### config.mk
export PLATFORM = sky130hd
export DESIGN_NAME = proc_mode_regs
export DESIGN_NICKNAME = d
export VERILOG_FILES = /design/src/ov7670_edge_pkg.sv /design/src/proc_mode_regs.sv
export SDC_FILE = /design/constraint.sdc
export NUM_CORES = 1
export LEC_CHECK = 0
export CELL_PAD_IN_SITES_DETAIL_PLACEMENT = 0
export CELL_PAD_IN_SITES_GLOBAL_PLACEMENT = 1
export CORE_AREA = 10 10 47 49
export CTS_CLUSTER_DIAMETER = 50
export DETAILED_ROUTE_END_ITERATION = 12
export DIE_AREA = 0 0 57 59
export DONT_BUFFER_PORTS = 1
export GPL_TIMING_DRIVEN = 0
export PLACE_DENSITY_LB_ADDON = 0.1
export SYNTH_ARGS = -nofsm -noshare
export SYNTH_HDL_FRONTEND = slang
export SYNTH_SLANG_ARGS = --single-unit
### constraint.sdc
create_clock -name clk -period 1.6 [get_ports clk]
set_input_delay 0.24 -clock clk [delete_from_list [all_inputs] [get_ports clk]]
set_output_delay 0.24 -clock clk [all_outputs]
set_load 0.01 [all_outputs]
### src/ov7670_edge_pkg.sv
/*
  ov7670 edge path shared types
  gray pixel width, buffer write bundle, stream beat and processing modes
*/
package ov7670_edge_pkg;

  // gray level width, luma only
  localparam int c_nb_pxl = 8;
  // widest address field, 80x60 needs 13 bits
  localparam int c_nb_addr_max = 13;

  // processing modes, stepped by the control button
  typedef enum logic [1:0] {
    mode_pass,
    mode_hor,
    mode_ver
  } proc_mode_t;

  // write port bundle toward a frame buffer
  typedef struct packed {
    logic                     we;
    logic [c_nb_addr_max-1:0] addr;
    logic [c_nb_pxl-1:0]      data;
  } pxl_wr_t;

  // one beat of the output stream
  typedef struct packed {
    logic [c_nb_pxl-1:0] data;
    logic                last;
  } pxl_beat_t;

endpackage

### src/proc_mode_regs.sv
/*
  processing mode register
  each button press steps pass, horizontal, vertical, then pass again
*/
`timescale 1ns/1ps

module proc_mode_regs
  import ov7670_edge_pkg::*;
(
  input  logic       clk,
  input  logic       rst,
  input  logic       btn,
  output proc_mode_t mode
);

  logic [1:0] btn_s;
  logic       btn_d;
  logic       press;

  // button is asynchronous
  always_ff @(posedge clk) begin
    if (rst) begin
      btn_s <= '0;
      btn_d <= 1'b0;
    end else begin
      btn_s <= {btn_s[0], btn};
      btn_d <= btn_s[1];
    end
  end

  assign press = btn_s[1] & ~btn_d;

  always_ff @(posedge clk) begin
    if (rst) begin
      mode <= mode_pass;
    end else if (press) begin
      case (mode)
        mode_pass: mode <= mode_hor;
        mode_hor:  mode <= mode_ver;
        default:   mode <= mode_pass;
      endcase
    end
  end

endmodule

==> metrics <==
status finished, final reports clean; Lkg Pwr about 0.072 nW; area grow syn2layout 27.4%; Post-synth EDFFs 0; layout cell share with drive strength beyond 1 0.263; startpoint types flip-flop; Internal ~0.23 mW; arrival time at the worst endpoint between 1000 and 1500 ps; CTS Sinks 5; # rows 14; # nets final 23; Switching Share 0.208; combinational power share 0.024; final worst-path cycle share 0.601; CP max stage cell dfxtp_1; post-route DRC violation count 0; largest net degree at the start of global routing 6; post-DP HPWL 239 um; clk root buf clkbuf_4; Ys Warns 0; Final TNS setup 0 ps; Setup Viol. Count Final 0; RSZ-0062 raised after global routing false; Fin. Hold Viols 0; Worst Clk Skew between 5 and 6 ps; CTS Hold Bufs 0; io pins 5; Die Width roughly 57 um; share of the synthesized area in the top cell type 0.593; final WL about 340 um; #FFs+latches synth 5; first-pass GRT wire length 621 um; vias in the first global route ~120; Max Cap Violations 0; count leader, synth dfxtp_1; maximum vdd drop between 0.3 and 0.4 mV; routed len/inst between 9 and 10 um; clock buffer count from CTS 3; syn_nets 18; dpl ws approximately 640 ps; worst-path maximum fanout 4; worst hold path type in -> reg; H-tree levels 1; gr ovfl total 0; ranking of synthesized cells by area dfxtp_1, nor2b_1, nand2b_4; Power Dens Cells 1340 nW/um2; synth cell count leaders dfxtp_1, nor2b_1, nand2_1; DR iter-0 viols 0; CP Capture Type flip-flop; Crit Reg-Reg Startpoint mode[0]; GRT Total Usage 0.0302; post_cts resized 0; Reg area between 100 and 150 um2; synthesized netlist cell count 15; DIE AREA 3360 um2; crit path time final between 900 and 1000 ps; FFs w/ async S/R, synth 0; Yosys top cell by area dfxtp_1; CTS tree yes; Ant. Diodes 0; Rel. slew slack 0.866; fillers between 150 and 200; Crit path required time around 1800 ps; Mapped Area between 150 and 200 um2; die height a little under 60 um; routability cong. 0.552; Std-Cell Core Area 1400 um2; worst-skew pair later-pin latency roughly 240 ps; Setup Fix Bufs, Post-CTS 0; Worst Setup SP mode[0]; worst-margin pin slew 200 ps; Worst path max stage delay around 410 ps; IO buf count 0; sequential area share after synthesis 0.593; Slew Viols, Final 0; clock-pin slew on the worst setup and hold paths ~50 ps; clock share of power 0.514; via count 113; multi-input logic area approximately 69 um2; antenna-violating nets left 0; Most used DFF post-synth dfxtp_1; vias per cell between 3 and 4; TritonRoute pass-1 iters 1; initial antenna violation count 0; crit path cell chain or3b_1, a21oi_2; Hold Path Origin rst; Initial Util 0.121; Max Root-Sink Buffers 2; critical path class reg -> reg; Max Fclk ~1000 MHz; fin worst setup slack roughly 640 ps; Net Sw Power 0.0599 mW; Synth Area per Inst 11.3 um2; sequential power share 0.462; Netlist cell types 8
[flip-flops by register name, summed over array words and instances, names as in the netlist]
signal  flops
btn_s       2
mode        2
btn_d       1
[power by group through the flow]
stage / combinational, mW / clock, mW / sequential (mW)
2_1_floorplan: 0.00639 / 0 / 0.135
4_1_cts: 0.00709 / 0.156 / 0.133
5_1_grt: 0.00832 / 0.175 / 0.134
3_5_place_dp: 0.00707 / 0 / 0.136
6_report: 0.00692 / 0.148 / 0.133
3_3_place_gp: 0.00698 / 0 / 0.136
[cell type report]
class	instances	share of cell area
clock buffer	4	0.122
tap	16	0.0930
multi-input combinational	10	0.320
sequential	5	0.465
[placed cells by master (no fill, tap or decap)]
cell type | Yosys | layout
a21oi_2 | 1 | 1
or3_1 | 1 | 1
clkbuf_1 | 0 | 1
clkbuf_4 | 0 | 3
a21oi_1 | 1 | 1
nand2b_4 | 1 | 1
or3b_1 | 1 | 1
dfxtp_1 | 5 | 5
nor2b_1 | 3 | 3
nand2_1 | 2 | 2
[routing by layer]
layer | share of wire | vias to the layer above | global-route usage
li1 | - | 56 | -
met1 | 0.42 | 48 | 0.0214
met2 | 0.28 | 7 | 0.0248
met3 | 0.27 | 2 | 0.0579
met4 | 0.023 | 0 | 0.0302
met5 | 0 | - | 0
[cell families (layout without fill, tap and decap cells)]
group,count (synthesis),count (layout),share of synthesized area
buf+inv,0,4,0
simple gates,8,8,0.326
flops,5,5,0.593
compound gates,2,2,0.0815
[final timing paths]
check | to | slack, ps | cells after the start
worst max-delay path | mode[1] | 640 | 2
worst min-delay path | mode[1] | 50 | 1
worst min register to register | btn_s[1] | 440 | 1
worst max register to register | mode[1] | 640 | 2
[metrics by stage]
step                cells  utilization  instance area, um2  hold slack (ps)  power, mW
floorplan              15            -                 169              302      0.141
global placement       31        0.135                 189              305      0.143
detailed placement     31        0.135                 189              304      0.143
CTS                    35        0.154                 215             40.6      0.297
global route           35        0.154                 215             23.4      0.318
finish                 35        0.154                 215             49.7      0.289
[worst max-delay path, delay by kind of cell (launching register included)]
kind             cells  cell delay, ps
flip-flops           1             410
AND/OR/NAND/NOR      1             380
AO/OA/AOI/OAI        1             110
Note: power is estimated with default switching activity, not from simulation.
