`config.mk`:
```
export PLATFORM = sky130hd
export DESIGN_NAME = frame_reader
export DESIGN_NICKNAME = d
export VERILOG_FILES = /design/src/ov7670_edge_pkg.sv /design/src/frame_reader.sv
export SDC_FILE = /design/constraint.sdc
export NUM_CORES = 1
export LEC_CHECK = 0
export BUFFER_PORTS_ARGS = -buffer_cell sky130_fd_sc_hd__buf_2
export CORE_MARGIN = 2
export CORE_UTILIZATION = 47
export DETAILED_ROUTE_END_ITERATION = 10
export PLACE_DENSITY = 0.74
export SYNTH_ARGS = -nofsm -noshare
export SYNTH_HDL_FRONTEND = slang
export SYNTH_SLANG_ARGS = --single-unit
```
`constraint.sdc`:
```
create_clock -name clk -period 1.6 [get_ports clk]
set_clock_uncertainty 0.2 [all_clocks]
set_input_delay 0.08 -clock clk [delete_from_list [all_inputs] [get_ports clk]]
set_output_delay 0.08 -clock clk [all_outputs]
set_load 0.03 [all_outputs]
```
`src/ov7670_edge_pkg.sv`:
```
/*
  ov7670 edge path shared types
  gray pixel width, buffer write bundle, stream beat and processing modes
*/
package ov7670_edge_pkg;

  // gray level width, luma only
  localparam int c_nb_pxl = 8;
  // widest address field, 80x60 needs 13 bits
  localparam int c_nb_addr_max = 13;

  // processing modes, stepped by the control button
  typedef enum logic [1:0] {
    mode_pass,
    mode_hor,
    mode_ver
  } proc_mode_t;

  // write port bundle toward a frame buffer
  typedef struct packed {
    logic                     we;
    logic [c_nb_addr_max-1:0] addr;
    logic [c_nb_pxl-1:0]      data;
  } pxl_wr_t;

  // one beat of the output stream
  typedef struct packed {
    logic [c_nb_pxl-1:0] data;
    logic                last;
  } pxl_beat_t;

endpackage

```
`src/frame_reader.sv`:
```
/*
  processed frame reader
  streams the buffer with valid/ready, holding a beat under back-pressure
*/
`timescale 1ns/1ps

module frame_reader
  import ov7670_edge_pkg::*;
#(
  parameter int c_img_pxls    = 4800,
  parameter int c_nb_img_pxls = 13
) (
  input  logic                     clk,
  input  logic                     rst,
  input  logic                     proc_done,
  input  logic [c_nb_pxl-1:0]      rd_pxl,
  input  logic                     out_ready,
  output logic [c_nb_img_pxls-1:0] rd_addr,
  output logic                     rd_busy,
  output pxl_beat_t                out_beat,
  output logic                     out_valid
);

  localparam logic [c_nb_img_pxls-1:0] c_last_addr = c_nb_img_pxls'(c_img_pxls - 1);

  logic      issue, issue_done, out_free;
  logic      rd_vld, rd_last, hold_valid;
  pxl_beat_t rd_beat, hold_beat;

  // a new read only while the sink takes data and the hold is empty
  assign issue    = rd_busy & ~issue_done & out_ready & ~hold_valid;
  assign out_free = ~out_valid | out_ready;
  assign rd_beat  = '{data: rd_pxl, last: rd_last};

  always_ff @(posedge clk) begin
    if (rst) begin
      rd_addr    <= '0;
      rd_busy    <= 1'b0;
      issue_done <= 1'b0;
      rd_vld     <= 1'b0;
      hold_valid <= 1'b0;
      out_valid  <= 1'b0;
    end else begin
      rd_vld <= issue;
      if (proc_done) begin
        rd_busy    <= 1'b1;
        issue_done <= 1'b0;
        rd_addr    <= '0;
      end else if (issue) begin
        rd_addr <= rd_addr + 1'b1;
        if (rd_addr == c_last_addr) begin
          issue_done <= 1'b1;
        end
      end
      // busy ends with the last transfer
      if (out_valid && out_ready && out_beat.last) begin
        rd_busy <= 1'b0;
      end
      if (out_free) begin
        out_valid  <= hold_valid | rd_vld;
        hold_valid <= 1'b0;
      end else if (rd_vld) begin
        // read in flight caught by a stall
        hold_valid <= 1'b1;
      end
    end
  end

  always_ff @(posedge clk) begin
    if (issue) begin
      rd_last <= (rd_addr == c_last_addr);
    end
    if (out_free) begin
      out_beat <= hold_valid ? hold_beat : rd_beat;
    end else if (rd_vld) begin
      hold_beat <= rd_beat;
    end
  end

endmodule

```
==> metrics.txt <==
outcome=finished with violations; failing checks=setup timing; antenna viol nets, final=0; starting density of the core=0.494; global route overflow=0; Max Cap Viol=0; Reg clk slew, reported paths=around 110 ps; Syn Std Cell Area=0.00151 mm²; Final Setup Violations=2; Post-Layout Cell Count=225; critical path fanouts, max=3; Final Cycle Share=1.03; hold crit path type=in -> reg; Synth Area in Adders=0.00829; Pleak=0.000764 µW; synth top area cells=edfxtp_1 38%, dfxtp_1 24%, mux2_2 6.7%, xnor2_1 4.1%, nor2_1 3.7%; vias in the first global route=1,209; final weighted congestion in routability-driven placement=0.782; Primary FF master, synth=edfxtp_1; CTS Root Cell=clkbuf_4; Mapped Cells=118; Synth Register Bits=37; P&R area growth vs syn=36.2%; DIE WIDTH=60.7 µm; crit path time final=1640 ps; number of cells on the worst hold path=2; CTS tree=yes; DR WL/cell=13.9 µm; Syn Nets=131; Clock Path Buffers=2; I/O Buffers=35; post-synthesis simple-gate area fraction=0.180; Worst-Skew Late Latency=330 ps; DR iter-0 viols=39; post-synth cell types=29; Synthesis Warnings=0; synthesized area per cell=12.8 µm²; Power Density=791 mW/mm²; Filler Cell Count=250; count of final max-slew check failures=0; Core Box Area=a little over 0.003 mm²; Final WS setup=-40.2 ps; share of cells above drive strength 1=0.503; first-pass GRT wire length=about 5100 µm; Fmax=0.610 GHz; post-synthesis mux area share=0.0672; Pre-antenna DRT Iters=4; CP arrival=~1700 ps; Clock Sinks=37; DR vias=1,146; fin util=0.673; Area after DPL=0.00185 mm²; Final HPWL DP=~2200 µm; Final Power=roughly 1600 µW; R2R cell count=4; total CTS buffers=5; sequential-to-total area share from yosys stat=0.617; Vert. Die Dim=a little over 60 µm; io pins=36; largest family of logic cells by synthesized area=simple AND/OR/NAND/NOR gates; Synth area leader=edfxtp_1; total track usage=0.195; startpoint types=flop; Design Area, Final=0.00205 mm²; initial antenna violation count=0; DRC Markers=0; Die ar.=between 0.003 and 0.004 mm²; Post-Synth XOR/XNOR Area=0.0522; Final Hold Viols=0; vias per inst=5.09; asr flop ratio synth=0; Antenna Cells=0; post-synthesis compound-gate area fraction=0.0556; RSZ-0062 raised after global routing=yes; EDFF count, synth=19; dpl cells=a little over 200; CP Class=reg -> reg; crit end category=flop; Post-Route WL=3130 µm; deepest level of the CTS H-tree=2; largest net degree at the start of global routing=14; nets=193; worst path required time=1620 ps; Yosys top cell area share=0.378; VDD IR max=0.000388 V; # rows=20; Max-slew headroom=0.781; worst-margin pin slew=between 300 and 400 ps
## critical path, cell delays in order (launching register included)
cell,delay (ps)
dfxtp_2,340
nand4bb_4,220
or3_4,410
o311ai_4,250
o41ai_2,120
## layer usage
| metal | share of wire | track usage | up-vias | wire length (µm) |
|---|---|---|---|---|
| met5 | 0 | 0 | - | 0 |
| met4 | 0.0096 | 0.115 | 0 | 30 |
| met3 | 0.046 | 0.0640 | 4 | 143 |
| met2 | 0.51 | 0.330 | 34 | 1610 |
| met1 | 0.43 | 0.213 | 553 | 1350 |
| li1 | - | - | 555 | - |
## final timing paths
| check | startpoint | endpoint | slack, ps |
|---|---|---|---|
| worst max register to register | issue_done | rd_addr[12] | -40 |
| worst min register to register | rd_last | hold_beat[0] | 260 |
| worst min-delay path | rd_pxl[2] | hold_beat[3] | 260 |
| worst max-delay path | issue_done | rd_addr[12] | -40 |
## kinds of logic (layout without fill, tap and decap cells)
kind of cell             Yosys count  in the layout
AO/OA/AOI/OAI                      9              9
XOR/XNOR                           9              9
adder cells (fa/ha/maj)            1              1
buffers and inverters              6             69
flip-flops                        37             37
multiplexers                       9              9
AND/OR/NAND/NOR                   47             47
## flip-flops by register name, summed over array words and instances (netlist names)
name and flops:
rd_vld 1, rd_busy 1, rd_addr 13, hold_valid 1, rd_last 1, out_beat 9, out_valid 1, issue_done 1
hold_beat 9
## what timing repair did
action                                 in CTS  in global routing
resized for setup                           2                  5
endpoints found under the hold margin      23                  0
hold buffers                               11                  0
setup endpoints to repair                   3                 10
cloned                                      0                  0
buffers inserted                            1                  0
pin swaps                                   1                  0
## per-stage QoR
step	hold WS (ps)	setup WS [ps]	setup TNS [ps]
finish	261	-40.2	-42.3
global route	231	-102	-489
CTS	249	-35.7	-61.3
detailed placement	74.1	-39.6	-59.6
global placement	71.1	5.87	0
floorplan	-50.9	-94.0	-94.0
## power by group
group          internal (µW)  switching (µW)  total [µW]
clock                    166             301         467
sequential              1010            7.79        1020
combinational           60.0            79.7         140
## cell usage after synthesis (2+ instances only)
cell type   n
nor3_1      3
or3_1       2
edfxtp_1   19
nor2_1     15
xor2_1      2
a21oi_1     3
nand4_1     4
clkbuf_1    2
nand3_1     2
nand2_1    10
xnor2_1     7
nor4_1      4
o21ai_0     2
dfxtp_1    18
mux2_2      9
inv_1       3
## cell usage in the layout, fill, tap and decap left out, drive strengths merged, types with 3 or more instances in the layout
| master | Yosys | routed |
|---|---|---|
| nand3 | 3 | 3 |
| nor4 | 5 | 5 |
| a21oi | 3 | 3 |
| nor3 | 3 | 3 |
| nand2 | 10 | 10 |
| or3 | 3 | 3 |
| nor2 | 15 | 15 |
| mux2 | 9 | 9 |
| dlygate4sd3 | 0 | 11 |
| dfxtp | 18 | 18 |
| edfxtp | 19 | 19 |
| nand4 | 4 | 4 |
| clkbuf | 2 | 5 |
| buf | 1 | 47 |
| xnor2 | 7 | 7 |
| inv | 3 | 3 |
## cell type report
class                           count  area, µm²  area share
Multi-Input combinational cell     75        604       0.294
Timing Repair Buffer               58        379       0.185
Clock buffer                        5       37.5      0.0183
Sequential cell                    37        950       0.462
Clock inverter                      3       17.5     0.00853
Inverter                            3       11.3     0.00548
Tap cell                           44       55.1      0.0268
Power figures use the tool's default switching activity.
