[config.mk]
export PLATFORM = sky130hd
export DESIGN_NAME = edge_proc
export DESIGN_NICKNAME = d
export VERILOG_FILES = /design/src/ov7670_edge_pkg.sv /design/src/edge_proc.sv
export SDC_FILE = /design/constraint.sdc
export NUM_CORES = 1
export LEC_CHECK = 0
export BUFFER_PORTS_ARGS = -buffer_cell sky130_fd_sc_hd__buf_4
export CORE_MARGIN = 2
export CORE_UTILIZATION = 59
export DETAILED_ROUTE_END_ITERATION = 12
export GPL_ROUTABILITY_DRIVEN = 0
export PLACE_DENSITY_LB_ADDON = 0.3
export SYNTH_ARGS = -nofsm -noshare
export SYNTH_HDL_FRONTEND = slang
export SYNTH_SLANG_ARGS = --single-unit
[constraint.sdc]
create_clock -name clk -period 7.22 [get_ports clk]
set_clock_uncertainty 0.05 [all_clocks]
set_input_delay 0.361 -clock clk [delete_from_list [all_inputs] [get_ports clk]]
set_output_delay 0.361 -clock clk [all_outputs]
set_load 0.05 [all_outputs]
[src/ov7670_edge_pkg.sv]
/*
  ov7670 edge path shared types
  gray pixel width, buffer write bundle, stream beat and processing modes
*/
package ov7670_edge_pkg;

  // gray level width, luma only
  localparam int c_nb_pxl = 8;
  // widest address field, 80x60 needs 13 bits
  localparam int c_nb_addr_max = 13;

  // processing modes, stepped by the control button
  typedef enum logic [1:0] {
    mode_pass,
    mode_hor,
    mode_ver
  } proc_mode_t;

  // write port bundle toward a frame buffer
  typedef struct packed {
    logic                     we;
    logic [c_nb_addr_max-1:0] addr;
    logic [c_nb_pxl-1:0]      data;
  } pxl_wr_t;

  // one beat of the output stream
  typedef struct packed {
    logic [c_nb_pxl-1:0] data;
    logic                last;
  } pxl_beat_t;

endpackage

[src/edge_proc.sv]
/*
  frame-sequential sobel engine
  copies or takes the horizontal or vertical gradient of a stored frame
*/
`timescale 1ns/1ps

module edge_proc
  import ov7670_edge_pkg::*;
#(
  parameter int c_img_cols    = 80,
  parameter int c_img_rows    = 60,
  parameter int c_nb_img_pxls = 13
) (
  input  logic                     clk,
  input  logic                     rst,
  input  logic                     frame_done,
  input  logic                     rd_busy,
  input  proc_mode_t               mode,
  input  logic [c_nb_pxl-1:0]      orig_pxl,
  output logic [c_nb_img_pxls-1:0] orig_addr,
  output pxl_wr_t                  proc_wr,
  output logic                     proc_done
);

  localparam logic [c_nb_img_pxls-1:0] c_last_addr =
    c_nb_img_pxls'(c_img_cols * c_img_rows - 1);
  localparam logic [c_nb_img_pxls-1:0] c_last_col = c_nb_img_pxls'(c_img_cols - 1);
  localparam logic [c_nb_img_pxls-1:0] c_last_row = c_nb_img_pxls'(c_img_rows - 1);

  typedef enum logic [1:0] {st_idle, st_pass, st_grad, st_flush} state_t;

  state_t                   state;
  proc_mode_t               mode_l;
  logic [c_nb_img_pxls-1:0] pix_addr, col, row, rd_vld_addr;
  logic [2:0]               tap, tap_k;
  logic                     rd_vld, border, last_pix, pix_adv;
  logic signed [11:0]       acc, term, acc_sum;
  logic [11:0]              acc_abs;
  logic [c_nb_pxl-1:0]      grad_pxl;

  // taps 0..2 on the positive side, 3..5 on the negative side
  function automatic logic [c_nb_img_pxls-1:0] tap_addr(
    input proc_mode_t               m,
    input logic [2:0]               t,
    input logic [c_nb_img_pxls-1:0] base
  );
    int side;
    int pos;
    int dr;
    int dc;
    side = (t < 3'd3) ? 1 : -1;
    pos  = int'(t) % 3 - 1;
    if (m == mode_hor) begin
      dr = pos;
      dc = side;
    end else begin
      dr = side;
      dc = pos;
    end
    return base + c_nb_img_pxls'(dr * c_img_cols + dc);
  endfunction

  assign border   = (col == '0) || (col == c_last_col) || (row == '0) || (row == c_last_row);
  assign last_pix = (pix_addr == c_last_addr);
  assign pix_adv  = (state == st_pass) || ((state == st_grad) && (border || tap == 3'd6));

  // pass reads straight through, gradient walks the six taps
  assign orig_addr = (state == st_grad) ? tap_addr(mode_l, tap, pix_addr) : pix_addr;

  // data arriving now belongs to the previous tap
  assign tap_k = tap - 3'd1;

  always_comb begin
    term = (int'(tap_k) % 3 == 1) ? $signed({3'b0, orig_pxl, 1'b0})
                                  : $signed({4'b0, orig_pxl});
    if (tap_k >= 3'd3) begin
      term = -term;
    end
    acc_sum  = acc + term;
    acc_abs  = (acc_sum < 0) ? 12'(-acc_sum) : 12'(acc_sum);
    // saturate at full white
    grad_pxl = (acc_abs > 12'd255) ? 8'hff : acc_abs[7:0];
  end

  // raster counters, held at zero while idle
  always_ff @(posedge clk) begin
    if (rst || state == st_idle) begin
      pix_addr <= '0;
      col      <= '0;
      row      <= '0;
    end else if (pix_adv) begin
      pix_addr <= pix_addr + 1'b1;
      if (col == c_last_col) begin
        col <= '0;
        row <= row + 1'b1;
      end else begin
        col <= col + 1'b1;
      end
    end
  end

  // accumulator and address of the read in flight
  always_ff @(posedge clk) begin
    rd_vld_addr <= pix_addr;
    if (tap == 3'd0) begin
      acc <= '0;
    end else begin
      acc <= acc_sum;
    end
  end

  always_ff @(posedge clk) begin
    if (rst) begin
      state     <= st_idle;
      mode_l    <= mode_pass;
      tap       <= '0;
      rd_vld    <= 1'b0;
      proc_done <= 1'b0;
      proc_wr   <= '0;
    end else begin
      proc_done  <= 1'b0;
      proc_wr.we <= 1'b0;
      rd_vld     <= (state == st_pass);
      // copy write, one cycle behind its read
      if (rd_vld) begin
        proc_wr <= '{we: 1'b1, addr: c_nb_addr_max'(rd_vld_addr), data: orig_pxl};
      end
      case (state)
        st_idle: begin
          // frame dropped while busy or the reader is still streaming
          if (frame_done && !rd_busy) begin
            mode_l <= mode;
            tap    <= '0;
            state  <= (mode == mode_pass) ? st_pass : st_grad;
          end
        end
        st_pass: begin
          if (last_pix) begin
            state <= st_flush;
          end
        end
        st_grad: begin
          if (border) begin
            proc_wr <= '{we: 1'b1, addr: c_nb_addr_max'(pix_addr), data: '0};
          end else if (tap == 3'd6) begin
            proc_wr <= '{we: 1'b1, addr: c_nb_addr_max'(pix_addr), data: grad_pxl};
            tap     <= '0;
          end else begin
            tap <= tap + 3'd1;
          end
          if (pix_adv && last_pix) begin
            state <= st_flush;
          end
        end
        default: begin
          // last copy write lands here
          proc_done <= 1'b1;
          state     <= st_idle;
        end
      endcase
    end
  end

endmodule

==> impl_metrics.tcl <==
set metrics [dict create \
    area_growth_pct 12.1 \
    drtAntennaViolNets 0 \
    setup_viol 0 \
    drt_iter0_drc 459 \
    worst_hold_slack_ns 0.237 \
    cp.required_ns 7.39 \
    timing.critical_path.to_type "flop" \
    netlist_area_mm2 0.00666 \
    yosys-top-cells-area "dfxtp_1 (29%), ha_1 (11%), nor2_1 (6.1%)" \
    synth_edf_count 0 \
    num_cts_buffers 9 \
    m1WireLength_um 7480 \
    syn-mean-instance-area_um2 8.36 \
    synth_async_sr_flop_share_pct 0 \
    path_clk_slew_ns 0.08 \
    grt_max_degree 31 \
    seq_area_frac_synth_pct 28.6 \
    hold_viol 0 \
    grt_pass1_wl_um 28100 \
    dieHeight_um 110 \
    clkSinkCount 95 \
    syn-instance-count 796 \
    vdd.ir_drop.worst_mv 0.344 \
    core-area_mm2 0.0109 \
    maxCapViolations 0 \
    post-route-worst-setup-slack_ns 0.397 \
    placement.io_buffers 49 \
    maxSlewHeadroom_pct 31.3 \
    antenna_cells 0 \
    pre_cts_slack_ns 0.408 \
    synth-warning-count 0 \
    slew_violations 0 \
    max_slew.worst_pin.slew_ns 1.03 \
    place_area_mm2 0.00711 \
    first_global_vias 5846 \
    synth-seq-cells 95 \
    die_area_mm2 0.0121 \
    arrival_ns 6.99 \
    hpwl_um 12500 \
    grtUsageTotal_pct 29.6 \
    result_of_the_run "finished, final reports clean" \
    ios 50 \
    detailroute.via_count 5955 \
    cts-htree-levels 3 \
    vias_per_cell 6.10 \
    final.period_utilization_pct 94.5 \
    layout_min_cycle_time_ns 6.82 \
    synth.lib_cells_used.distinct 62 \
    crit_type "reg2reg" \
    synth_flop_cell "dfxtp_1" \
    startpoint_type "flop" \
    postLayoutCellArea_mm2 0.00746 \
    tritoncts "yes" \
    top_signal_layer_used "met4" \
    clkLatencyLatePin_ns 0.36 \
    achievable-frequency_ghz 0.147 \
    finalNetCount 917 \
    finalWirelength_um 17100 \
    worstHoldPathType "in2reg" \
    floorplan.initialDensity_pct 60.9 \
    total_leakage_power_uw 0.00304 \
    die_width_um 110 \
    final_layout_size_suffix_gt1_share_pct 12.5 \
    fillers 863 \
    crit_fanout 17 \
    drc 0 \
    yosys.area.top_type "dfxtp_1" \
    rows 38 \
    p_per_area_mw_per_mm2 397 \
    drt_pre_antenna_iters 7 \
    clock_tree.buffer_depth 2 \
    wl_per_cell_um 17.5 \
    grt-ovfl-total 0 \
    dr_wl_met3_um 1150 \
    met2WireLength_um 8130 \
    synth_top_cell_area_share_pct 28.6 \
    cts_root_buf "clkbuf_16" \
    antenna_violations_before_repair 0 \
    syn_nets 881 \
]
cell type report:
class                   instances  area (um2)  share of cell area (%)
multi-input cells             625        4490                    60.1
flip-flops and latches         95        1900                    25.5
repair buffers                 55         413                    5.53
clock buffers                   9         225                    3.02
well taps                     140         175                    2.35
inverters                      46         173                    2.31
clock inverters                 7        86.3                    1.16
kinds of logic after synthesis:
kind of cell,share of synthesized area (%)
xor gates and xnor gates,9.74
DFF,28.6
buffers and inverters,4.79
adders and majority gates,14.6
and+or+nand+nor,20.6
AOI/OAI and AO/OA,16.4
muxes,5.41
stage by stage:
stage,TNS [ns],util [%],total power (uW),cells
CTS,0,67.8,2920,977
detailed placement,0,65.0,2390,961
global route,-0.567,68.2,3160,977
floorplan,0,-,1970,796
global placement,0,65.0,2320,961
finish,0,68.2,2970,977
sequential cells by signal, summed over array words and instances (netlist names):
register     cells
state            2
col             13
mode_l           2
rd_vld_addr     13
rd_vld           1
pix_addr        13
proc_wr         22
acc             12
row             13
tap              3
proc_done        1
critical path, cell delays in order, from the launching register on:
cell and delay, ns:
dfxtp_1 0.49, inv_1 0.16, ha_1 0.27, xor2_4 0.19, nand3_1 0.13, o21ai_0 0.10, ha_1 0.21, ha_1 0.30
nor4b_1 0.41, o2bb2ai_1 0.16, or2_2 0.44, mux2i_1 0.26, ha_1 0.20, nand2b_1 0.09, nor3_1 0.14, o31ai_1 0.16
or3_1 0.40, nor2_1 0.18, nor2_1 0.11, ha_1 0.43, inv_1 0.11, or4_1 0.51, o311ai_0 0.16, a311oi_2 0.12
or4_4 0.59, o22ai_4 0.20, a221oi_1 0.13
power breakdown:
part	total (uW)	internal, uW	switching, uW
combinational	1860	694	1160
clock	512	277	235
sequential	597	565	32.0
final timing paths:
check,from,end,slack [ns],cells past startpoint
worst max-delay path,tap[1],proc_wr[5],0.40,26
worst min-delay path,mode[1],mode_l[1],0.24,3
worst max register to register,tap[1],proc_wr[5],0.40,26
worst min register to register,pix_addr[7],rd_vld_addr[7],0.35,0
synth_stat cells (all sizes together) (3+ instances only):
| cell type | number |
|---|---|
| nor3b | 3 |
| and3 | 9 |
| xnor2 | 39 |
| nor4b | 4 |
| o21bai | 6 |
| a21oi | 56 |
| nand3b | 4 |
| nand4 | 11 |
| a21boi | 3 |
| nor4 | 8 |
| nand2 | 48 |
| inv | 46 |
| a31oi | 14 |
| dfxtp | 95 |
| and4 | 4 |
| nor2 | 108 |
| buf | 3 |
| nand3 | 15 |
| o21a | 3 |
| xor2 | 32 |
| mux2i | 27 |
| a211oi | 12 |
| o22ai | 3 |
| a221oi | 9 |
| o211ai | 5 |
| fa | 11 |
| o21ai | 34 |
| nor3 | 15 |
| or4 | 5 |
| nor2b | 14 |
| or2 | 8 |
| nand2b | 5 |
| a21o | 9 |
| clkbuf | 25 |
| mux2 | 8 |
| or3 | 14 |
| ha | 60 |
per-layer routing:
| layer | track usage (%) | up-vias |
|---|---|---|
| li1 | - | 2874 |
| met1 | 38.9 | 2818 |
| met2 | 49.0 | 229 |
| met3 | 5.53 | 34 |
| met4 | 10.3 | 0 |
| met5 | 0 | - |
layout by cell type (no fill, tap or decap), drive strengths merged, types with 15 or more instances in the layout:
master / synthesis / routed
dfxtp: 95 / 95
buf: 3 / 55
ha: 60 / 60
nand3: 15 / 15
a21oi: 56 / 56
nor2: 108 / 108
o21ai: 34 / 34
xnor2: 39 / 39
mux2i: 27 / 27
nand2: 48 / 48
xor2: 32 / 32
inv: 46 / 50
nor3: 15 / 15
timing repair:
item / 4_1_cts / 5_1_grt
hold buffers: 0 / 0
buffers inserted: 0 / 0
endpoints found under the setup margin: 0 / 8
resized for setup: 0 / 8
Note: power is estimated with default switching activity, not from simulation.
