`src/ov7670_edge_pkg.sv`:
```
/*
  ov7670 edge path shared types
  gray pixel width, buffer write bundle, stream beat and processing modes
*/
package ov7670_edge_pkg;

  // gray level width, luma only
  localparam int c_nb_pxl = 8;
  // widest address field, 80x60 needs 13 bits
  localparam int c_nb_addr_max = 13;

  // processing modes, stepped by the control button
  typedef enum logic [1:0] {
    mode_pass,
    mode_hor,
    mode_ver
  } proc_mode_t;

  // write port bundle toward a frame buffer
  typedef struct packed {
    logic                     we;
    logic [c_nb_addr_max-1:0] addr;
    logic [c_nb_pxl-1:0]      data;
  } pxl_wr_t;

  // one beat of the output stream
  typedef struct packed {
    logic [c_nb_pxl-1:0] data;
    logic                last;
  } pxl_beat_t;

endpackage

```
`src/ov7670_capture.sv`:
```
/*
  ov7670 yuv capture
  keeps the luma byte of each pixel and writes it in raster order
*/
`timescale 1ns/1ps

module ov7670_capture
  import ov7670_edge_pkg::*;
#(
  parameter int c_img_cols    = 80,
  parameter int c_img_rows    = 60,
  parameter int c_nb_img_pxls = 13
) (
  input  logic                clk,
  input  logic                rst,
  input  logic                pclk,
  input  logic                vsync,
  input  logic                href,
  input  logic [c_nb_pxl-1:0] data,
  output pxl_wr_t             cap_wr,
  output logic                frame_done
);

  // address of the last pixel of a frame
  localparam logic [c_nb_img_pxls-1:0] c_last_addr =
    c_nb_img_pxls'(c_img_cols * c_img_rows - 1);

  logic [1:0]               pclk_s, vsync_s, href_s;
  logic [c_nb_pxl-1:0]      data_s0, data_s1;
  logic                     pclk_d, vsync_d;
  logic                     pclk_rise, vsync_rise, vsync_fall;
  logic                     in_frame;
  // low on the luma byte of a pair
  logic                     byte_phase;
  logic [c_nb_img_pxls-1:0] addr_cnt;
  logic                     full, ovf;

  // two-stage synchronizers, then one more stage for edges
  always_ff @(posedge clk) begin
    if (rst) begin
      pclk_s  <= '0;
      vsync_s <= '0;
      href_s  <= '0;
      pclk_d  <= 1'b0;
      vsync_d <= 1'b0;
    end else begin
      pclk_s  <= {pclk_s[0], pclk};
      vsync_s <= {vsync_s[0], vsync};
      href_s  <= {href_s[0], href};
      pclk_d  <= pclk_s[1];
      vsync_d <= vsync_s[1];
    end
  end

  // data byte follows the same two stages as pclk
  always_ff @(posedge clk) begin
    data_s0 <= data;
    data_s1 <= data_s0;
  end

  assign pclk_rise  = pclk_s[1] & ~pclk_d;
  assign vsync_rise = vsync_s[1] & ~vsync_d;
  assign vsync_fall = ~vsync_s[1] & vsync_d;

  always_ff @(posedge clk) begin
    if (rst) begin
      in_frame   <= 1'b0;
      byte_phase <= 1'b0;
      addr_cnt   <= '0;
      full       <= 1'b0;
      ovf        <= 1'b0;
      frame_done <= 1'b0;
      cap_wr     <= '0;
    end else begin
      frame_done <= 1'b0;
      cap_wr.we  <= 1'b0;
      // falling vsync opens a frame
      if (vsync_fall) begin
        in_frame <= 1'b1;
        addr_cnt <= '0;
        full     <= 1'b0;
        ovf      <= 1'b0;
      end else if (vsync_rise) begin
        in_frame <= 1'b0;
        // only a frame of exactly the right size is announced
        frame_done <= in_frame & full & ~ovf;
      end
      if (!href_s[1]) begin
        byte_phase <= 1'b0;
      end else if (pclk_rise) begin
        byte_phase <= ~byte_phase;
        if (!byte_phase && in_frame) begin
          if (full) begin
            ovf <= 1'b1;
          end else begin
            cap_wr   <= '{we: 1'b1, addr: c_nb_addr_max'(addr_cnt), data: data_s1};
            addr_cnt <= addr_cnt + 1'b1;
            full     <= (addr_cnt == c_last_addr);
          end
        end
      end
    end
  end

endmodule

```
`config.mk`:
```
export PLATFORM = sky130hd
export DESIGN_NAME = ov7670_capture
export DESIGN_NICKNAME = d
export VERILOG_FILES = /design/src/ov7670_edge_pkg.sv /design/src/ov7670_capture.sv
export SDC_FILE = /design/constraint.sdc
export NUM_CORES = 1
export LEC_CHECK = 0
export BUFFER_PORTS_ARGS = -buffer_cell sky130_fd_sc_hd__buf_2
export CAP_MARGIN = 10
export CORE_MARGIN = 3
export CORE_UTILIZATION = 49
export CTS_BUF_LIST = sky130_fd_sc_hd__clkbuf_16
export CTS_CLUSTER_DIAMETER = 200
export DETAILED_ROUTE_END_ITERATION = 10
export PLACE_DENSITY_LB_ADDON = 0.15
export SLEW_MARGIN = 20
export SYNTH_ARGS = -nofsm -noshare
export SYNTH_HDL_FRONTEND = slang
export SYNTH_SLANG_ARGS = --single-unit
```
`constraint.sdc`:
```
create_clock -name clk -period 1.5 [get_ports clk]
set_clock_uncertainty 0.05 [all_clocks]
set_input_delay 0.15 -clock clk [delete_from_list [all_inputs] [get_ports clk]]
set_output_delay 0.15 -clock clk [all_outputs]
set_load 0.05 [all_outputs]
```
==> impl_metrics.xml, run 1 <==
<?xml version="1.0" encoding="UTF-8"?>
<metrics>
  <group name="setup_path">
    <metric name="path_type_of_the_worst_setup_path" unit="">reg2reg</metric>
    <metric name="crit_chain" unit="">buf_4 &gt; nor3b_2 &gt; nand3_2 &gt; or4_1 &gt; a21oi_2</metric>
    <metric name="timing.critical_path.to_type" unit="">register</metric>
    <metric name="worst-endpoint-arrival" unit="ps">1830</metric>
    <metric name="worstPathMaxFanout" unit="">5</metric>
    <metric name="rr_startpoint" unit="">byte_phase</metric>
    <metric name="crit_path_start_kind" unit="">register</metric>
    <metric name="cp_data_required_time" unit="ps">1700</metric>
    <metric name="worstSetupStartpoint" unit="">byte_phase</metric>
    <metric name="worst_path_max_delay_cell" unit="">sky130_fd_sc_hd__or4_1</metric>
    <metric name="worst_path_largest_cell_delay" unit="ps">550</metric>
  </group>
  <group name="synthesis">
    <metric name="synthesis.nets" unit="">254</metric>
    <metric name="post_synth_num_cell_types" unit="">39</metric>
    <metric name="postSynth.asyncResetShare" unit="%">0</metric>
    <metric name="number_of_flip_flops_and_latches_in_the_synthesized_netlist" unit="">64</metric>
    <metric name="synth_enable_flop_cells" unit="">0</metric>
    <metric name="synth.top_cells.by_area" unit="">sky130_fd_sc_hd__dfxtp_1 57%, sky130_fd_sc_hd__nand2_1 8.2%, sky130_fd_sc_hd__a21oi_1 6.7%, sky130_fd_sc_hd__a311oi_1 2.7%, sky130_fd_sc_hd__ha_1 1.7%</metric>
    <metric name="netlist.area_leader.share" unit="%">57.2</metric>
    <metric name="syn_inst" unit="">238</metric>
    <metric name="synth.yosys.seq_area_share" unit="%">57.2</metric>
    <metric name="synthesis.area_per_instance" unit="µm²">9.41</metric>
    <metric name="post-synth-top-area-cell" unit="">sky130_fd_sc_hd__dfxtp_1</metric>
    <metric name="synth.yosys.warnings" unit="">0</metric>
    <metric name="post_synth_instance_area" unit="µm²">2240</metric>
    <metric name="yosys_most_used_dff" unit="">sky130_fd_sc_hd__dfxtp_1</metric>
  </group>
  <group name="flow_run">
    <metric name="maxCapViolCount" unit="">0</metric>
  </group>
  <group name="cts">
    <metric name="cts_buffer_depth" unit="">2</metric>
    <metric name="h-tree-depth" unit="">3</metric>
    <metric name="clk_latency" unit="ps">320</metric>
    <metric name="cts.reportedPaths.clkPinSlew" unit="ps">50</metric>
    <metric name="clock-sinks" unit="">64</metric>
    <metric name="tritoncts.num_buffers" unit="">9</metric>
    <metric name="cts_tree" unit="">done</metric>
    <metric name="clk_root_buffer_cell" unit="">sky130_fd_sc_hd__clkbuf_16</metric>
  </group>
  <group name="final_layout">
    <metric name="multi_input_comb_area" unit="µm²">932</metric>
    <metric name="post_layout_nonfiller_instances" unit="">368</metric>
    <metric name="nets" unit="">329</metric>
    <metric name="area.growth.synth_to_final" unit="%">43.0</metric>
    <metric name="nFillCells" unit="">320</metric>
    <metric name="layout-drive-gt1-share" unit="%">33.3</metric>
    <metric name="final_cell_area" unit="µm²">3200</metric>
    <metric name="diodes" unit="">0</metric>
    <metric name="seq_area" unit="µm²">1290</metric>
  </group>
  <group name="floorplanning">
    <metric name="die_width" unit="µm">73.6</metric>
    <metric name="design.core.area" unit="µm²">4200</metric>
    <metric name="design.portCount" unit="">36</metric>
    <metric name="die_area" unit="µm²">5420</metric>
    <metric name="die_h" unit="µm">73.6</metric>
    <metric name="initial_core_util" unit="%">53.3</metric>
    <metric name="core.rowCount" unit="">23</metric>
  </group>
  <group name="sta">
    <metric name="setup_violations" unit="">30</metric>
    <metric name="fmax" unit="MHz">614</metric>
    <metric name="final.min_clock_period" unit="ps">1630</metric>
    <metric name="timing.slew.headroom" unit="%">66.6</metric>
    <metric name="post-route-period-util" unit="%">109</metric>
    <metric name="final_critical_path_setup_slack" unit="ps">-128</metric>
    <metric name="grt_setup_unrepaired" unit="">yes</metric>
    <metric name="timing.final.max_slew_violations" unit="">0</metric>
    <metric name="timing.hold.ws" unit="ps">228</metric>
    <metric name="finalHoldViolations" unit="">0</metric>
    <metric name="max_slew.worst_pin.slew" unit="ps">502</metric>
  </group>
  <group name="global_routing">
    <metric name="track_usage" unit="%">18.8</metric>
    <metric name="grt_max_degree" unit="">26</metric>
    <metric name="gr-total-overflow" unit="">0</metric>
    <metric name="grt_antenna_before_repair" unit="">0</metric>
    <metric name="grt_pass1_vias" unit="">1752</metric>
    <metric name="wire_length_of_the_first_global_routing_pass" unit="µm">7650</metric>
  </group>
  <group name="status">
    <metric name="violations" unit="">negative setup slack</metric>
    <metric name="status" unit="">finished, violations left</metric>
  </group>
  <group name="detailed_routing">
    <metric name="final_antenna_net_count" unit="">0</metric>
    <metric name="drc" unit="">0</metric>
    <metric name="detailedRoute.firstPassIterationCount" unit="">4</metric>
    <metric name="detail_route.wirelength" unit="µm">4690</metric>
    <metric name="drt_first_iter_violations" unit="">171</metric>
    <metric name="detail_route.wl_per_cell" unit="µm">12.7</metric>
    <metric name="route.vias.total" unit="">1893</metric>
    <metric name="post_drt_via_cell_ratio" unit="">5.14</metric>
  </group>
  <group name="worst_hold_path">
    <metric name="worstHoldStart" unit="">rst</metric>
    <metric name="min-delay-path-class" unit="">in2reg</metric>
  </group>
  <group name="place">
    <metric name="place_congestion" unit="">0.878</metric>
    <metric name="place_hpwl" unit="µm">2960</metric>
    <metric name="post_place_cells" unit="">337</metric>
    <metric name="port-buffer-count" unit="">35</metric>
    <metric name="dp_worst_setup_slack" unit="ps">-167</metric>
    <metric name="dpl-instance-area" unit="µm²">2650</metric>
  </group>
  <group name="power_and_ir_drop">
    <metric name="leakagePower" unit="nW">1.30</metric>
    <metric name="vdd_drop_max" unit="V">0.00117</metric>
    <metric name="power.density_cell_area" unit="nW/µm²">1290</metric>
  </group>
</metrics>
worst paths after layout:
| path | depth (start not counted) | endpoint | slack (ps) |
|---|---|---|---|
| setup / recovery | 5 | addr_cnt[10] | -130 |
| hold / removal | 2 | ovf | 230 |
| setup reg to reg | 5 | addr_cnt[10] | -130 |
| hold reg to reg | 0 | data_s1[4] | 270 |
cell usage in the layout (no fill, tap or decap), types with 7 or more instances in the layout:
master	count
sky130_fd_sc_hd__buf_4	30
sky130_fd_sc_hd__nand2_1	48
sky130_fd_sc_hd__nor2_1	7
sky130_fd_sc_hd__dfxtp_1	57
sky130_fd_sc_hd__a21oi_1	26
sky130_fd_sc_hd__dlygate4sd3_1	11
sky130_fd_sc_hd__buf_2	35
sky130_fd_sc_hd__clkbuf_16	9
sky130_fd_sc_hd__a311oi_1	7
sky130_fd_sc_hd__inv_1	8
sequential cells by signal (all words and copies together) (netlist names):
signal / flops
cap_wr: 22
data_s0: 8
href_s: 2
frame_done: 1
pclk_s: 2
in_frame: 1
byte_phase: 1
data_s1: 8
vsync_s: 2
vsync_d: 1
pclk_d: 1
ovf: 1
addr_cnt: 13
full: 1
through the flow:
step	total power [W]	util [%]	TNS, ps
floorplan	0.00181	-	-1560
global placement	0.00184	63.0	-1010
detailed placement	0.00184	63.0	-2420
CTS	0.00417	73.8	-1040
global route	0.00428	76.2	-4240
finish	0.00413	76.2	-1550
repair_timing:
| item | in CTS | in global routing |
|---|---|---|
| cloned | 0 | 0 |
| resized for setup | 4 | 23 |
| pin swaps | 0 | 6 |
| hold endpoints to repair | 11 | 0 |
| hold buffers | 11 | 0 |
| buffers inserted | 0 | 4 |
| setup endpoints to repair | 34 | 35 |
Yosys cell counts, types with 2 or more instances:
master                     number
sky130_fd_sc_hd__dfxtp_1       64
sky130_fd_sc_hd__nand2_1       49
sky130_fd_sc_hd__a21oi_1       30
sky130_fd_sc_hd__clkbuf_1       9
sky130_fd_sc_hd__nor2_1         8
sky130_fd_sc_hd__a311oi_1       7
sky130_fd_sc_hd__inv_1          6
sky130_fd_sc_hd__nor2b_1        6
sky130_fd_sc_hd__nand2b_1       5
sky130_fd_sc_hd__nand3_1        5
sky130_fd_sc_hd__a31oi_1        4
sky130_fd_sc_hd__and3_1         4
sky130_fd_sc_hd__buf_2          4
sky130_fd_sc_hd__ha_1           3
sky130_fd_sc_hd__o21ai_0        3
sky130_fd_sc_hd__a31o_2         2
sky130_fd_sc_hd__a41oi_1        2
sky130_fd_sc_hd__and2_1         2
sky130_fd_sc_hd__mux2i_1        2
sky130_fd_sc_hd__nand4b_1       2
sky130_fd_sc_hd__nor3b_1        2
sky130_fd_sc_hd__or4_1          2
cells by family (layout without fill, tap and decap cells):
kind of cell | Yosys count | count (layout) | synth area share (%)
flip-flops | 64 | 64 | 57.2
adder cells (fa/ha/maj) | 3 | 3 | 1.68
AO/OA/AOI/OAI | 56 | 56 | 15.7
AND/OR/NAND/NOR | 92 | 92 | 20.4
multiplexers | 2 | 2 | 0.894
buffers and inverters | 21 | 101 | 4.13
layout make-up:
class                           instances  share of cell area, %
Sequential cell                        64                   40.4
Multi-Input combinational cell        153                   29.1
Timing Repair Buffer                   79                   17.3
Clock buffer                            9                   7.03
Clock inverter                          7                   3.52
Tap cell                               50                   1.95
Inverter                                6                  0.703
metal layers:
layer / part of all wire, % / vias to the layer above / track usage, %
met1: 44 / 870 / 20.9
met3: 4.7 / 8 / 7.93
met2: 50 / 34 / 31.1
met4: 1.5 / 0 / 8.45
li1: - / 981 / -
met5: 0 / - / 0
critical path: cells and delay by family (launching register included):
kind | cells | cell delay [ps]
and+or+nand+nor | 3 | 910
DFF | 1 | 320
buffers and inverters | 1 | 130
AOI/OAI and AO/OA | 1 | 150
report_power, final:
part	internal [W]	switching [W]	total, W
combinational	0.0000497	0.0000420	0.0000917
sequential	0.00173	0.00000875	0.00174
clock	0.00161	0.000695	0.00230
total	0.00339	0.000746	0.00413
(Power assumes the default switching activity.)
==> run 2: changes to the inputs <==
--- a/config.mk
+++ b/config.mk
@@ -7,7 +7,6 @@
 export LEC_CHECK = 0
 export BUFFER_PORTS_ARGS = -buffer_cell sky130_fd_sc_hd__buf_2
 export CAP_MARGIN = 10
-export CORE_MARGIN = 3
 export CORE_UTILIZATION = 49
 export CTS_BUF_LIST = sky130_fd_sc_hd__clkbuf_16
 export CTS_CLUSTER_DIAMETER = 200
==> run 2 against run 1 <==
The flow still finishes with violations (negative setup slack); sequential power about the same; register-to-register slack improved by 70 ps; global-route usage increased by 1.3 points; clock-buffer cell count unchanged; largest power group unchanged.
==> impl_metrics.xml, run 2 (synthesized netlist as in run 1, its figures left out) <==
<?xml version="1.0" encoding="UTF-8"?>
<metrics>
  <group name="floorplanning">
    <metric name="die_h" unit="µm">69.6</metric>
    <metric name="design.portCount" unit="">36</metric>
    <metric name="die_area" unit="µm²">4840</metric>
    <metric name="initial_core_util" unit="%">51.1</metric>
    <metric name="die_width" unit="µm">69.6</metric>
    <metric name="core.rowCount" unit="">24</metric>
    <metric name="design.core.area" unit="µm²">4380</metric>
  </group>
  <group name="cts">
    <metric name="clk_root_buffer_cell" unit="">sky130_fd_sc_hd__clkbuf_16</metric>
    <metric name="cts_buffer_depth" unit="">2</metric>
    <metric name="clk_latency" unit="ps">320</metric>
    <metric name="clock-sinks" unit="">64</metric>
    <metric name="cts_tree" unit="">done</metric>
    <metric name="h-tree-depth" unit="">3</metric>
    <metric name="cts.reportedPaths.clkPinSlew" unit="ps">50</metric>
    <metric name="tritoncts.num_buffers" unit="">9</metric>
  </group>
  <group name="global_routing">
    <metric name="track_usage" unit="%">20.1</metric>
    <metric name="wire_length_of_the_first_global_routing_pass" unit="µm">7610</metric>
    <metric name="grt_max_degree" unit="">26</metric>
    <metric name="grt_antenna_before_repair" unit="">0</metric>
    <metric name="grt_pass1_vias" unit="">1771</metric>
    <metric name="gr-total-overflow" unit="">0</metric>
  </group>
  <group name="setup_path">
    <metric name="worst_path_largest_cell_delay" unit="ps">430</metric>
    <metric name="worstPathMaxFanout" unit="">19</metric>
    <metric name="path_type_of_the_worst_setup_path" unit="">reg2reg</metric>
    <metric name="cp_data_required_time" unit="ps">1700</metric>
    <metric name="r2r_worst_path_depth" unit="">6</metric>
    <metric name="timing.critical_path.to_type" unit="">register</metric>
    <metric name="critical_path.endpoint" unit="">cap_wr[0]</metric>
    <metric name="crit_chain" unit="">or3b_4 &gt; nor3_4 &gt; buf_12 &gt; buf_6 &gt; nand2_1 &gt; a21oi_1</metric>
    <metric name="crit_path_start_kind" unit="">register</metric>
    <metric name="r2r_end" unit="">cap_wr[0]</metric>
    <metric name="worstSetupStartpoint" unit="">byte_phase</metric>
    <metric name="worst_path_max_delay_cell" unit="">sky130_fd_sc_hd__or3b_4</metric>
    <metric name="rr_startpoint" unit="">byte_phase</metric>
    <metric name="worst-endpoint-arrival" unit="ps">1760</metric>
    <metric name="worst-r2r-setup-slack" unit="ps">-60</metric>
  </group>
  <group name="detailed_routing">
    <metric name="post_drt_via_cell_ratio" unit="">5.20</metric>
    <metric name="route.vias.total" unit="">1893</metric>
    <metric name="detail_route.wirelength" unit="µm">4490</metric>
    <metric name="final_antenna_net_count" unit="">0</metric>
    <metric name="drt_first_iter_violations" unit="">146</metric>
    <metric name="detail_route.wl_per_cell" unit="µm">12.3</metric>
    <metric name="detailedRoute.firstPassIterationCount" unit="">4</metric>
    <metric name="drc" unit="">0</metric>
  </group>
  <group name="place">
    <metric name="place_hpwl" unit="µm">2720</metric>
    <metric name="port-buffer-count" unit="">35</metric>
    <metric name="place_congestion" unit="">0.834</metric>
    <metric name="dp_worst_setup_slack" unit="ps">-148</metric>
    <metric name="dpl-instance-area" unit="µm²">2630</metric>
  </group>
  <group name="flow_run">
    <metric name="maxCapViolCount" unit="">0</metric>
  </group>
  <group name="power_and_ir_drop">
    <metric name="vdd_drop_max" unit="V">0.000828</metric>
    <metric name="netSwitchingPower" unit="W">0.000771</metric>
    <metric name="power_switching_share" unit="%">20.1</metric>
    <metric name="leakagePower" unit="nW">1.27</metric>
    <metric name="power.density_cell_area" unit="nW/µm²">1220</metric>
    <metric name="comb_power_share" unit="%">2.3</metric>
    <metric name="clock_power_share" unit="%">52.2</metric>
    <metric name="post-layout-total-power" unit="W">0.00383</metric>
    <metric name="p_seq_share" unit="%">45.4</metric>
    <metric name="intPower" unit="W">0.00306</metric>
  </group>
  <group name="sta">
    <metric name="max_slew.worst_pin.slew" unit="ps">468</metric>
    <metric name="timing.final.max_slew_violations" unit="">0</metric>
    <metric name="final.min_clock_period" unit="ps">1560</metric>
    <metric name="post-route-period-util" unit="%">104</metric>
    <metric name="timing.slew.headroom" unit="%">68.8</metric>
    <metric name="finalHoldViolations" unit="">0</metric>
    <metric name="setup_violations" unit="">20</metric>
    <metric name="grt_setup_unrepaired" unit="">yes</metric>
    <metric name="final_critical_path_setup_slack" unit="ps">-59.9</metric>
    <metric name="fmax" unit="MHz">641</metric>
    <metric name="final.setup.tns" unit="ps">-437</metric>
    <metric name="timing.hold.ws" unit="ps">211</metric>
  </group>
  <group name="final_layout">
    <metric name="layout-drive-gt1-share" unit="%">34.0</metric>
    <metric name="multi_input_comb_area" unit="µm²">956</metric>
    <metric name="final_cell_area" unit="µm²">3150</metric>
    <metric name="registers.top_by_ff_count" unit="">cap_wr</metric>
    <metric name="diodes" unit="">0</metric>
    <metric name="seq_area" unit="µm²">1290</metric>
    <metric name="layout_commonest_cell" unit="">sky130_fd_sc_hd__dfxtp_1</metric>
    <metric name="mostFrequentLayoutCells" unit="">59 x sky130_fd_sc_hd__dfxtp_1, 48 x sky130_fd_sc_hd__nand2_1, 35 x sky130_fd_sc_hd__buf_2</metric>
    <metric name="nFillCells" unit="">326</metric>
    <metric name="reg.largest.list" unit="">cap_wr (22), addr_cnt (13)</metric>
    <metric name="nets" unit="">323</metric>
    <metric name="area.growth.synth_to_final" unit="%">40.6</metric>
    <metric name="largest_register_ff_count" unit="">22</metric>
  </group>
  <group name="status">
    <metric name="status" unit="">finished, violations left</metric>
    <metric name="violations" unit="">negative setup slack</metric>
  </group>
  <group name="worst_hold_path">
    <metric name="min-delay-path-class" unit="">in2reg</metric>
  </group>
</metrics>
run 2: area by class of cell:
cell class | instances | share of cell area (%)
flip-flops and latches | 64 | 40.9
multi-input cells | 153 | 30.4
repair buffers | 73 | 16.5
clock buffers | 9 | 7.15
clock inverters | 7 | 2.30
well taps | 52 | 2.07
inverters | 6 | 0.715
run 2: worst min path at each step:
stage               slack [ps]  depth (start not counted)  startpoint           to
CTS                        210                          2         rst  addr_cnt[0]
global route               240                          2         rst      vsync_d
floorplan                  130                          0     data[0]   data_s0[0]
detailed placement         200                          1     data[2]   data_s0[2]
global placement           200                          1     data[5]   data_s0[5]
finish                     210                          2         rst      vsync_d
run 2: metrics by stage:
step	util, %	std cells
detailed placement	60.0	335
floorplan	-	238
CTS	69.8	363
finish	71.8	364
global placement	60.0	335
global route	71.8	364
run 2: power by group through the flow:
stage	logic, W	clock network (W)	registers (W)
after floorplan	0.0000364	0	0.00178
after global placement	0.0000622	0	0.00178
after detailed placement	0.0000627	0	0.00178
after CTS	0.0000858	0.00204	0.00174
after global routing	0.0000975	0.00212	0.00174
final	0.0000896	0.00200	0.00174
run 2: metal layers:
metal  track usage (%)  vias up  share of wire [%]
li1                  -      965                  -
met2              31.7       43                 49
met3              4.80       14                3.1
met4              12.9        0                3.1
met1              24.6      871                 45
met5                 0        -                  0
run 2: critical path, delay by kind of cell, from the launching register on:
family | cells | cell delay [ps]
compound gates | 1 | 140
buf+inv | 2 | 310
flops | 1 | 320
simple gates | 3 | 660
run 2: what timing repair did:
action / CTS / global route
endpoints found under the setup margin: 33 / 34
setup buffers: 1 / 1
resized for setup: 6 / 23
endpoints found under the hold margin: 11 / 0
hold buffers: 11 / 0
pin swaps: 2 / 5
